==> config.mk <==
export PLATFORM = sky130hd
export DESIGN_NAME = ppu
export DESIGN_NICKNAME = d
export VERILOG_FILES = /design/src/ppu_pkg.sv /design/src/ppu_timing.sv /design/src/ppu_regs.sv /design/src/ppu_oam.sv /design/src/ppu_palette.sv /design/src/ppu_vram_port.sv /design/src/ppu.sv
export SDC_FILE = /design/constraint.sdc
export NUM_CORES = 2
export LEC_CHECK = 0
export ABC_AREA = 1
export BUFFER_PORTS_ARGS = -buffer_cell sky130_fd_sc_hd__buf_2
export CAP_MARGIN = 5
export CELL_PAD_IN_SITES_DETAIL_PLACEMENT = 1
export CELL_PAD_IN_SITES_GLOBAL_PLACEMENT = 2
export CORE_MARGIN = 5
export CORE_UTILIZATION = 44
export DETAILED_ROUTE_END_ITERATION = 8
export PLACE_DENSITY_LB_ADDON = 0.1
export SYNTH_ARGS = -nofsm -noshare
export SYNTH_HDL_FRONTEND = slang
export SYNTH_SLANG_ARGS = --single-unit
export TNS_END_PERCENT = 1
==> constraint.sdc <==
create_clock -name i_clk -period 2.8 [get_ports i_clk]
set_input_delay 0.56 -clock i_clk [delete_from_list [all_inputs] [get_ports i_clk]]
set_output_delay 0.56 -clock i_clk [all_outputs]
set_load 0.005 [all_outputs]
==> src/ppu_pkg.sv <==
/* ppu shared types and constants */

`default_nettype none

package ppu_pkg;

    typedef logic [7:0]  byte_t;        // cpu / vram data byte
    typedef logic [8:0]  dot_t;         // dot or scanline coordinate
    typedef logic [13:0] vram_addr_t;   // vram address space
    typedef logic [2:0]  reg_sel_t;     // cpu register select

    // cpu register window, in 2c02 order
    localparam reg_sel_t REG_PPUCTRL   = 3'd0;
    localparam reg_sel_t REG_PPUMASK   = 3'd1;
    localparam reg_sel_t REG_PPUSTATUS = 3'd2;
    localparam reg_sel_t REG_OAMADDR   = 3'd3;
    localparam reg_sel_t REG_OAMDATA   = 3'd4;
    localparam reg_sel_t REG_PPUSCROLL = 3'd5;
    localparam reg_sel_t REG_PPUADDR   = 3'd6;
    localparam reg_sel_t REG_PPUDATA   = 3'd7;

    // addresses from here up hit the palette, low 5 bits pick the entry
    localparam vram_addr_t PALETTE_BASE = 14'h3F00;

    // ppuctrl bit positions
    localparam int CTRL_INC32_BIT = 2;   // address step 32 instead of 1
    localparam int CTRL_NMI_BIT   = 7;   // nmi on vblank

    // external vram strobe sequencing
    typedef enum logic [1:0] {
        VRAM_IDLE  = 2'd0,
        VRAM_WRITE = 2'd1,
        VRAM_READ  = 2'd2
    } vram_state_e;

endpackage

`default_nettype wire

==> src/ppu_timing.sv <==
/* dot and scanline counter */

`default_nettype none

module ppu_timing
    import ppu_pkg::*;
#(
    parameter int DOTS_PER_LINE   = 341,
    parameter int LINES_PER_FRAME = 262,
    parameter int VISIBLE_DOTS    = 256,
    parameter int VISIBLE_LINES   = 240,
    parameter int VBLANK_LINE     = 242
)
(
    input  wire  i_clk,
    input  wire  i_reset_n,
    output dot_t o_x,
    output dot_t o_y,
    output logic o_visible,
    output logic o_vblank_set,
    output logic o_vblank_clear
);

    dot_t r_x;
    dot_t r_y;

    wire w_line_end  = (r_x == dot_t'(DOTS_PER_LINE - 1));
    wire w_frame_end = (r_y == dot_t'(LINES_PER_FRAME - 1));

    always_ff @(posedge i_clk)
    begin
        if (!i_reset_n)
        begin
            r_x <= '0;
            r_y <= '0;
        end
        else if (w_line_end)
        begin
            r_x <= '0;
            r_y <= w_frame_end ? dot_t'(0) : r_y + dot_t'(1);   // next line or new frame
        end
        else
        begin
            r_x <= r_x + dot_t'(1);
        end
    end

    assign o_x = r_x;
    assign o_y = r_y;
    assign o_visible = (r_x < dot_t'(VISIBLE_DOTS)) && (r_y < dot_t'(VISIBLE_LINES));

    // edge pulses on the first dot of the line
    assign o_vblank_set   = (r_x == '0) && (r_y == dot_t'(VBLANK_LINE));
    assign o_vblank_clear = (r_x == '0) && w_frame_end;

endmodule

`default_nettype wire

==> src/ppu_regs.sv <==
/* cpu register window */

`default_nettype none

module ppu_regs
    import ppu_pkg::*;
(
    input  wire      i_clk,
    input  wire      i_reset_n,
    input  wire      i_cs_n,
    input  wire      i_rw,              // 1 = read
    input  reg_sel_t i_rs,
    input  byte_t    i_data,
    input  wire      i_vblank_set,
    input  wire      i_vblank_clear,
    input  byte_t    i_oam_rdata,
    input  byte_t    i_ppudata_rdata,
    output byte_t    o_data,
    output logic     o_int_n,
    output byte_t    o_wdata,
    output logic     o_inc32,
    output logic     o_oam_addr_we,
    output logic     o_oam_data_we,
    output logic     o_addr_write_hi,
    output logic     o_addr_write_lo,
    output logic     o_data_write,
    output logic     o_data_read
);

    byte_t r_ppuctrl;
    byte_t r_ppumask;       // kept for software, rendering is not part of this core
    logic  r_toggle;        // shared first/second write latch
    logic  r_vblank;

    wire w_write = !i_cs_n && !i_rw;
    wire w_read  = !i_cs_n && i_rw;

    wire w_status_read = w_read && (i_rs == REG_PPUSTATUS);
    wire w_scroll_wr   = w_write && (i_rs == REG_PPUSCROLL);
    wire w_addr_wr     = w_write && (i_rs == REG_PPUADDR);

    // control registers and write toggle
    always_ff @(posedge i_clk)
    begin
        if (!i_reset_n)
        begin
            r_ppuctrl <= '0;
            r_ppumask <= '0;
            r_toggle  <= 1'b0;
        end
        else
        begin
            if (w_write && (i_rs == REG_PPUCTRL))
            begin
                r_ppuctrl <= i_data;
            end
            if (w_write && (i_rs == REG_PPUMASK))
            begin
                r_ppumask <= i_data;
            end

            if (w_status_read)
            begin
                r_toggle <= 1'b0;
            end
            else if (w_scroll_wr || w_addr_wr)
            begin
                r_toggle <= !r_toggle;      // scroll data itself is dropped
            end
        end
    end

    // vblank flag, a status read wins over the set edge
    always_ff @(posedge i_clk)
    begin
        if (!i_reset_n)
        begin
            r_vblank <= 1'b0;
        end
        else if (w_status_read)
        begin
            r_vblank <= 1'b0;
        end
        else if (i_vblank_set)
        begin
            r_vblank <= 1'b1;
        end
        else if (i_vblank_clear)
        begin
            r_vblank <= 1'b0;
        end
    end

    assign o_int_n = !(r_vblank && r_ppuctrl[CTRL_NMI_BIT]);
    assign o_inc32 = r_ppuctrl[CTRL_INC32_BIT];

    // access strobes for the other blocks
    assign o_wdata         = i_data;
    assign o_oam_addr_we   = w_write && (i_rs == REG_OAMADDR);
    assign o_oam_data_we   = w_write && (i_rs == REG_OAMDATA);
    assign o_addr_write_hi = w_addr_wr && !r_toggle;
    assign o_addr_write_lo = w_addr_wr && r_toggle;
    assign o_data_write    = w_write && (i_rs == REG_PPUDATA);
    assign o_data_read     = w_read && (i_rs == REG_PPUDATA);

    // read data mux
    always_comb
    begin
        o_data = '0;
        if (w_read)
        begin
            case (i_rs)
                REG_PPUSTATUS: o_data = {r_vblank, 7'b0};   // low bits read as zero
                REG_OAMDATA:   o_data = i_oam_rdata;
                REG_PPUDATA:   o_data = i_ppudata_rdata;
                default:       o_data = '0;                 // write-only registers
            endcase
        end
    end

endmodule

`default_nettype wire

==> src/ppu_oam.sv <==
/* sprite attribute memory */

`default_nettype none

module ppu_oam
    import ppu_pkg::*;
(
    input  wire   i_clk,
    input  wire   i_reset_n,
    input  wire   i_addr_we,    // oamaddr write
    input  wire   i_data_we,    // oamdata write
    input  byte_t i_wdata,
    output byte_t o_rdata
);

    byte_t r_oam [256];
    byte_t r_oamaddr;

    always_ff @(posedge i_clk)
    begin
        if (!i_reset_n)
        begin
            r_oamaddr <= '0;
        end
        else if (i_addr_we)
        begin
            r_oamaddr <= i_wdata;
        end
        else if (i_data_we)
        begin
            r_oamaddr <= r_oamaddr + byte_t'(1);    // wraps at 256
        end
    end

    always_ff @(posedge i_clk)
    begin
        if (i_data_we)
        begin
            r_oam[r_oamaddr] <= i_wdata;
        end
    end

    assign o_rdata = r_oam[r_oamaddr];

endmodule

`default_nettype wire

==> src/ppu_palette.sv <==
/* palette ram */

`default_nettype none

module ppu_palette
    import ppu_pkg::*;
(
    input  wire        i_clk,
    input  wire        i_we,
    input  wire  [4:0] i_index,
    input  byte_t      i_wdata,
    output byte_t      o_rdata
);

    // 4 background + 4 sprite palettes of 4 entries
    byte_t r_palette [32];

    always_ff @(posedge i_clk)
    begin
        if (i_we)
        begin
            r_palette[i_index] <= i_wdata;
        end
    end

    assign o_rdata = r_palette[i_index];    // same-cycle read for ppudata

endmodule

`default_nettype wire

==> src/ppu_vram_port.sv <==
/* ppudata address, palette and vram port */

`default_nettype none

module ppu_vram_port
    import ppu_pkg::*;
(
    input  wire        i_clk,
    input  wire        i_reset_n,
    input  wire        i_addr_write_hi,
    input  wire        i_addr_write_lo,
    input  wire        i_data_write,
    input  wire        i_data_read,
    input  wire        i_inc32,
    input  byte_t      i_wdata,
    input  byte_t      i_vram_data,
    output byte_t      o_ppudata_rdata,
    output logic       o_vram_rd_n,
    output logic       o_vram_we_n,
    output vram_addr_t o_vram_address,
    output byte_t      o_vram_data
);

    vram_addr_t  r_addr;            // ppuaddr
    vram_addr_t  r_vram_addr;       // held on the bus during a strobe
    byte_t       r_vram_wdata;
    byte_t       r_buffer;          // delayed read buffer
    vram_state_e r_state;
    byte_t       w_pal_rdata;

    wire w_is_palette = (r_addr >= PALETTE_BASE);
    wire w_access     = i_data_write || i_data_read;

    ppu_palette u_palette (
        .i_clk   (i_clk),
        .i_we    (i_data_write && w_is_palette),
        .i_index (r_addr[4:0]),
        .i_wdata (i_wdata),
        .o_rdata (w_pal_rdata)
    );

    // ppuaddr, two byte load and step after each ppudata access
    always_ff @(posedge i_clk)
    begin
        if (!i_reset_n)
        begin
            r_addr <= '0;
        end
        else if (i_addr_write_hi)
        begin
            r_addr[13:8] <= i_wdata[5:0];
        end
        else if (i_addr_write_lo)
        begin
            r_addr[7:0] <= i_wdata;
        end
        else if (w_access)
        begin
            r_addr <= r_addr + (i_inc32 ? vram_addr_t'(32) : vram_addr_t'(1));
        end
    end

    // one-cycle strobe after the access, buffer filled at the end of a read strobe
    always_ff @(posedge i_clk)
    begin
        if (!i_reset_n)
        begin
            r_state      <= VRAM_IDLE;
            r_vram_addr  <= '0;
            r_vram_wdata <= '0;
            r_buffer     <= '0;
        end
        else
        begin
            case (r_state)
                VRAM_IDLE:
                begin
                    if (w_access && !w_is_palette)
                    begin
                        r_vram_addr  <= r_addr;     // pre-step address
                        r_vram_wdata <= i_wdata;
                        r_state      <= i_data_write ? VRAM_WRITE : VRAM_READ;
                    end
                end
                VRAM_READ:
                begin
                    r_buffer <= i_vram_data;
                    r_state  <= VRAM_IDLE;
                end
                default:
                begin
                    r_state <= VRAM_IDLE;           // write strobe done
                end
            endcase
        end
    end

    assign o_vram_we_n     = (r_state != VRAM_WRITE);
    assign o_vram_rd_n     = (r_state != VRAM_READ);
    assign o_vram_address  = r_vram_addr;
    assign o_vram_data     = o_vram_we_n ? byte_t'(0) : r_vram_wdata;
    assign o_ppudata_rdata = w_is_palette ? w_pal_rdata : r_buffer;

endmodule

`default_nettype wire

==> src/ppu.sv <==
/* ppu cpu-facing core */

`default_nettype none

module ppu
    import ppu_pkg::*;
#(
    parameter int DOTS_PER_LINE   = 341,
    parameter int LINES_PER_FRAME = 262,
    parameter int VISIBLE_DOTS    = 256,
    parameter int VISIBLE_LINES   = 240,
    parameter int VBLANK_LINE     = 242
)
(
    input  wire        i_clk,
    input  wire        i_reset_n,
    input  wire        i_cs_n,          // chip select
    input  wire        i_rw,            // 1 = read
    input  reg_sel_t   i_rs,
    input  byte_t      i_data,
    output byte_t      o_data,
    output logic       o_int_n,         // to cpu nmi
    output logic       o_vram_rd_n,
    output logic       o_vram_we_n,
    output vram_addr_t o_vram_address,
    output byte_t      o_vram_data,
    input  byte_t      i_vram_data,
    output dot_t       o_video_x,
    output dot_t       o_video_y,
    output logic       o_video_visible
);

    logic  w_vblank_set;
    logic  w_vblank_clear;
    byte_t w_wdata;
    logic  w_inc32;
    logic  w_oam_addr_we;
    logic  w_oam_data_we;
    logic  w_addr_write_hi;
    logic  w_addr_write_lo;
    logic  w_data_write;
    logic  w_data_read;
    byte_t w_oam_rdata;
    byte_t w_ppudata_rdata;

    ppu_timing #(
        .DOTS_PER_LINE   (DOTS_PER_LINE),
        .LINES_PER_FRAME (LINES_PER_FRAME),
        .VISIBLE_DOTS    (VISIBLE_DOTS),
        .VISIBLE_LINES   (VISIBLE_LINES),
        .VBLANK_LINE     (VBLANK_LINE)
    ) u_timing (
        .i_clk          (i_clk),
        .i_reset_n      (i_reset_n),
        .o_x            (o_video_x),
        .o_y            (o_video_y),
        .o_visible      (o_video_visible),
        .o_vblank_set   (w_vblank_set),
        .o_vblank_clear (w_vblank_clear)
    );

    ppu_regs u_regs (
        .i_clk           (i_clk),
        .i_reset_n       (i_reset_n),
        .i_cs_n          (i_cs_n),
        .i_rw            (i_rw),
        .i_rs            (i_rs),
        .i_data          (i_data),
        .i_vblank_set    (w_vblank_set),
        .i_vblank_clear  (w_vblank_clear),
        .i_oam_rdata     (w_oam_rdata),
        .i_ppudata_rdata (w_ppudata_rdata),
        .o_data          (o_data),
        .o_int_n         (o_int_n),
        .o_wdata         (w_wdata),
        .o_inc32         (w_inc32),
        .o_oam_addr_we   (w_oam_addr_we),
        .o_oam_data_we   (w_oam_data_we),
        .o_addr_write_hi (w_addr_write_hi),
        .o_addr_write_lo (w_addr_write_lo),
        .o_data_write    (w_data_write),
        .o_data_read     (w_data_read)
    );

    ppu_oam u_oam (
        .i_clk     (i_clk),
        .i_reset_n (i_reset_n),
        .i_addr_we (w_oam_addr_we),
        .i_data_we (w_oam_data_we),
        .i_wdata   (w_wdata),
        .o_rdata   (w_oam_rdata)
    );

    ppu_vram_port u_vram_port (
        .i_clk           (i_clk),
        .i_reset_n       (i_reset_n),
        .i_addr_write_hi (w_addr_write_hi),
        .i_addr_write_lo (w_addr_write_lo),
        .i_data_write    (w_data_write),
        .i_data_read     (w_data_read),
        .i_inc32         (w_inc32),
        .i_wdata         (w_wdata),
        .i_vram_data     (i_vram_data),
        .o_ppudata_rdata (w_ppudata_rdata),
        .o_vram_rd_n     (o_vram_rd_n),
        .o_vram_we_n     (o_vram_we_n),
        .o_vram_address  (o_vram_address),
        .o_vram_data     (o_vram_data)
    );

endmodule

`default_nettype wire

==> After elaboration in Yosys (flattened, before gate mapping) <==
Memory sizes are Yosys's and may differ from the RTL's. A register that Yosys moved wholly into a read port is not among the register bits.
Cells that the tools add are included.
{ "word_totals": {"inputBits": 23, "n_memories": 2, "output_inout_bits": 52, "mem_bits_rw": 2304, "ff_bits": 82} }
{ "op_classes": {"n_bitwise": 2, "addsub": 4, "n_reduce_logical": 38, "muxes": 23, "order_cmp": 3, "eq_ne": 13} }
{ "mem_list": {"columns": ["memory", "words", "word_bits", "read_ports", "rd_ports_with_merged_regs", "wr", "line", "text"], "rows": [
  ["u_oam.r_oam", 256, 8, 1, 1, 1, "ppu_oam.sv:16", "byte_t r_oam [256];"],
  ["u_vram_port.u_palette.r_palette", 32, 8, 1, 1, 1, "ppu_palette.sv:16", "byte_t r_palette [32];"]
]} }
{ "ops": {"columns": ["op", "count"], "rows": [
  ["8-bit 2-to-1 mux", 8],
  ["8-bit case mux with 3 select lines", 1],
  ["9-bit by 1-bit adder with 9-bit output (second input constant)", 2],
  ["9-bit == test (second input constant)", 2],
  ["1-bit logical AND", 18],
  ["6-bit 2-to-1 mux", 3],
  ["14-bit adder", 1],
  ["14-bit >= comparator (second input constant)", 1],
  ["14-bit 2-to-1 mux", 1],
  ["3-bit == test (second input constant)", 4],
  ["5-bit 2-to-1 mux", 2],
  ["9-bit by 8-bit == test with 1-bit output (second input constant)", 1],
  ["9-bit logical NOT", 1],
  ["9-bit by 8-bit < comparator with 1-bit output (second input constant)", 1],
  ["9-bit < comparator (second input constant)", 1],
  ["9-bit 2-to-1 mux", 1],
  ["8-bit by 1-bit adder with 8-bit output (second input constant)", 1],
  ["2-bit AND reduction", 4],
  ["2-bit nonzero test", 4],
  ["3-bit by 2-bit == test with 1-bit output (second input constant)", 2],
  ["1-bit 2-to-1 mux", 6],
  ["1-bit logical NOT", 5],
  ["2-bit by 1-bit != test with 1-bit output (second input constant)", 2],
  ["2-bit OR reduction", 2],
  ["7 further kinds", 9]
]} }

==> Depth between registers and ports, before layout <==
{ "logic_depth": {"depth_word": 8, "mapped_depth": 15, "mapped_depth_nobuf": 12} }

==> Cells and area by module <==
A second synthesis with hierarchy kept.
{ "unflattened": {"cells_unflattened": 8708, "area_unflattened_um2": 98480.7} }
{ "by_module_without_submodules": {"columns": ["mod", "area_each_um2", "n_inst", "cells_each"], "rows": [
  ["ppu_oam", 83845.4, 1, 7062],
  ["ppu_palette", 10827.9, 1, 1055],
  ["ppu_vram_port", 2293.4, 1, 338],
  ["ppu_timing", 1062.3, 1, 168],
  ["ppu_regs", 451.7, 1, 85]
]} }

==> Worst setup path after synthesis <==
Ideal clock, no wire load.
{ "synth_path": {"path_kind": "input to register", "from": "in i_cs_n", "to": "mem u_oam.r_oam[107][0] (netlist name), enable pin", "n_path_buf": 1, "t_required_ps": 2430, "setup_ps": 370, "arrival_ps": 2111, "stages": 10, "slack_ps": 319, "cell_sequence": "nor2_1 inv_2 nor2_4 inv_2 nor2_4 inv_2 nor3_4 nand2_2 buf_2 nor2_1"} }
{ "synth_between": {"elab_chain_len": 5} }
{ "synth_lines": {"columns": ["element", "line", "text"], "rows": [
  ["start: declaration", "ppu.sv:17", "input wire i_cs_n,"],
  ["1-bit logical NOT", "ppu_regs.sv:35", "wire w_write = !i_cs_n && !i_rw;"],
  ["1-bit logical AND", "ppu_regs.sv:35", null],
  ["1-bit logical AND", "ppu_regs.sv:100", "assign o_oam_data_we = w_write && (i_rs == REG_OAMDATA);"],
  ["1-bit 2-to-1 mux", "ppu_oam.sv:37", "if (i_data_we)"],
  ["1-bit 2-to-1 mux (not written as such)", "ppu_oam.sv:39", "r_oam[r_oamaddr] <= i_wdata;"],
  ["end: declaration", "ppu_oam.sv:16", null]
]} }
No other way between the ends.

==> results.py <==
metrics = {
    "layout": {
        "areaGrowthSynthToFinish_pct": 22.0,
        "fin_nets": 9010,
        "fin_area_um2": 119000,
        "post-route-util_pct": 54.1,
        "drive_gt1_share_pct": 17.4,
    },
    "clock_network": {
        "cts.clk_slew.worst_paths_ns": 0.06,
        "cts_tree": "yes",
        "cts_sinks": 2393,
        "clk_root_buffer_cell": "clkbuf_16",
        "cts_max_path_buffers": 4,
        "numCtsBuffers": 280,
        "htreeDepth": 5,
        "clock_latency_ns": 0.93,
    },
    "sta": {
        "setup_ws_ns": -1.49,
        "slew_headroom_pct": 40.9,
        "maxSlewViolCount": 0,
        "worstMarginPinSlew_ns": 0.887,
        "timing.hold.ws_ns": 0.0801,
        "setup_viol": 9,
        "clock_skew_ns": 0.0289,
        "hold_viol": 0,
        "rsz0062_at_grt": "true",
        "fin_crit_sh_pct": 153,
        "max_clock_freq_mhz": 233,
        "min_period_ns": 4.29,
    },
    "yosys": {
        "yosys_warnings": 0,
        "synth_top_area_share_pct": 70.9,
        "synthFlopType": "edfxtp_1",
        "synth.most_common_cell": "edfxtp_1",
        "ys_types": 40,
        "synth-seq-area-share_pct": 72.7,
        "syn_inst": 8252,
        "synth_common_cells": "2304 x edfxtp_1, 2225 x nand2_1, 2122 x nand3_1",
        "syn_area_per_cell_um2": 11.8,
        "ys_ff_latch": 2393,
        "synth_enable_flop_cells": 2304,
        "async_flop_share_pct": 0,
        "synth_area_leaders": "edfxtp_1 71%, nand3_1 11%, nand2_1 8.6%, dfxtp_1 1.8%, nor2_1 1.4%",
        "yosysTopAreaCell": "edfxtp_1",
        "netlist_area_um2": 97600,
        "syn-num-nets": 8287,
    },
    "routing": {
        "antenna_left": 0,
        "post_drt_wl_per_cell_um": 26.6,
        "dr.first_iter.drc_count": 6717,
        "via_count": 68700,
        "routed_via_density": 5.66,
        "wl_mm": 323,
        "drc": 0,
        "first_pass_iters": 5,
    },
    "floorplan": {
        "die_x_um": 481,
        "core_area_um2": 220000,
        "die_y_um": 481,
        "start_util_pct": 44.3,
        "dieArea_um2": 231000,
        "rows": 172,
        "io_pins": 75,
    },
    "placed_design": {
        "place_area_um2": 108000,
        "numPortBuffers": 74,
        "dp_hpwl_mm": 201,
        "gp_congestion": 0.859,
        "dp_slack_ns": -1.01,
    },
    "grt": {
        "grt_first_pass_wirelength_mm": 464,
        "track_usage_pct": 26.8,
        "grt_max_degree": 85,
        "gr-total-overflow": 0,
        "antenna_found_initial": 9,
        "grt_pass1_vias": 69800,
    },
    "power_and_ir_drop": {
        "ir_drop_mv": 0.677,
        "power_mw": 76.9,
        "powerDensity_nw_per_um2": 646,
        "leakagePower_nw": 42.3,
    },
    "status": {
        "failed_checks": "setup timing",
        "status": "complete, but fails checks",
    },
    "setup_path": {
        "crit_top_cell": "nand3_2",
        "path_cells": "buf_16 > clkinv_16 > buf_16 > buf_12 > buf_12 > nand2_1 > nand3_1 > nand3_2 > nand3_2 > nand3_1 > nand3_2 > nand3_2 > nand3_2 > nand3_4 > buf_12 > a21oi_2 > buf_2",
        "crit_slowest_cell": "dfxtp_4",
        "critPathLaunchType": "register",
        "worst-path-max-fanout": 22,
        "required_ns": 2.24,
        "slowest_delay_ns": 0.39,
        "worstPathArrival_ns": 3.73,
        "critical_path_class": "reg -> out",
        "worstSetupEndpointType": "output pin",
    },
    "worst_hold_path": {
        "hp-class": "in -> reg",
    },
    "job": {
        "maxCapViolCount": 0,
    },
}
[layout make-up]
class,instances,area [um^2]
fill,22400,101000
sequential,2393,71000
multi-input combinational,5150,24600
timing repair buffer,982,10400
clock buffer,364,7560
tap,2958,3700
clock inverter,109,962
inverter,164,668
timing repair inverter,4,96.3
antenna,2,5.00
[cells by family (layout without fill, tap and decap cells)]
family / count (synthesis) / in the layout / synth area share (%)
multiplexers: 56 / 56 / 0.575
buffers and inverters: 709 / 1623 / 3.40
flip-flops: 2393 / 2393 / 72.7
AND/OR/NAND/NOR: 4772 / 4772 / 21.3
XOR/XNOR: 9 / 9 / 0.0808
AO/OA/AOI/OAI: 301 / 301 / 1.76
adder cells (fa/ha/maj): 12 / 12 / 0.154
other: 0 / 2 / 0
[registers in the layout, summed over array words and instances, names as in the netlist, named ones only]
register	cells
u_vram_port.r_state	2
u_oam.r_oam	2048
u_regs.r_toggle	1
u_vram_port.o_vram_address	14
u_vram_port.r_vram_wdata	8
u_vram_port.r_addr	14
u_regs.r_vblank	1
u_timing.o_x	9
u_timing.o_y	9
u_oam.r_oamaddr	8
u_vram_port.u_palette.r_palette	256
u_vram_port.r_buffer	8
u_regs.r_ppuctrl	2
[critical path, delay by kind of cell (launching register included)]
kind                   cells  cell delay [ns]
buffers and inverters      7             1.11
flip-flops                 1             0.39
AO/OA/AOI/OAI              1             0.13
AND/OR/NAND/NOR            9             1.12
[power breakdown]
part | leakage, nW | total (mW) | switching (mW) | internal, mW
Sequential | 21.4 | 39.2 | 0.0256 | 39.2
Combinational | 16.7 | 2.98 | 2.06 | 0.921
Clock | 4.16 | 34.7 | 14.1 | 20.6
[metrics by stage]
| step | setup TNS (ns) | cells |
|---|---|---|
| after floorplan | 0 | 8252 |
| after CTS | -13.86 | 12100 |
| final | -11.41 | 12100 |
| after detailed placement | -13.67 | 11600 |
| after global placement | -7.51 | 11600 |
| after global routing | -12.62 | 12100 |
[what timing repair did]
| item | in CTS | in global routing |
|---|---|---|
| hold buffers | 10 | 0 |
| hold endpoints to repair | 12 | 0 |
| resized for setup | 25 | 318 |
| cloned | 1 | 36 |
| setup buffers | 3 | 27 |
| endpoints found under the setup margin | 9 | 9 |
| pin swaps | 0 | 37 |
[cells in the final DEF (no fill, tap or decap), drive strengths merged, types with 3 or more instances in the layout]
cell         instances
nor4                 3
nor3b                5
bufinv              18
dlygate4sd3         10
clkinvlp             5
ha                  12
xor2                 8
inv                163
mux2i               56
nor3                14
a31oi               17
edfxtp            2304
o21ai              100
nand4               11
o211ai              66
nand3             2128
nor2               382
clkbuf             394
nand2             2227
buf                942
clkinv              91
dfxtp               89
a21oi              109
[per-layer routing]
metal	up-vias	global-route usage (%)	share of wire (%)	routed length, um
met5	-	0	0	0
li1	30800	-	-	-
met2	2160	43.9	48	154000
met4	0	7.16	2.6	8310
met3	420	3.93	6.1	19800
met1	35300	37.8	43	140000
[final timing paths]
check	cells past startpoint	startpoint	slack [ns]	to
worst min register to register	2	u_vram_port.r_vram_wdata[7]$_SDFFE_PN0P_	0.46	u_vram_port.r_vram_wdata[7]$_SDFFE_PN0P_
worst max-delay path	17	register	-1.49	o_data[6]
worst max register to register	9	u_vram_port.r_addr[11]$_SDFFE_PN0P_	0.38	u_vram_port.u_palette.r_palette[2][0]$_DFFE_PP_
worst min-delay path	1	i_data[7]	0.08	u_oam.r_oam[169][7]$_DFFE_PP_
Power figures use the tool's default switching activity.
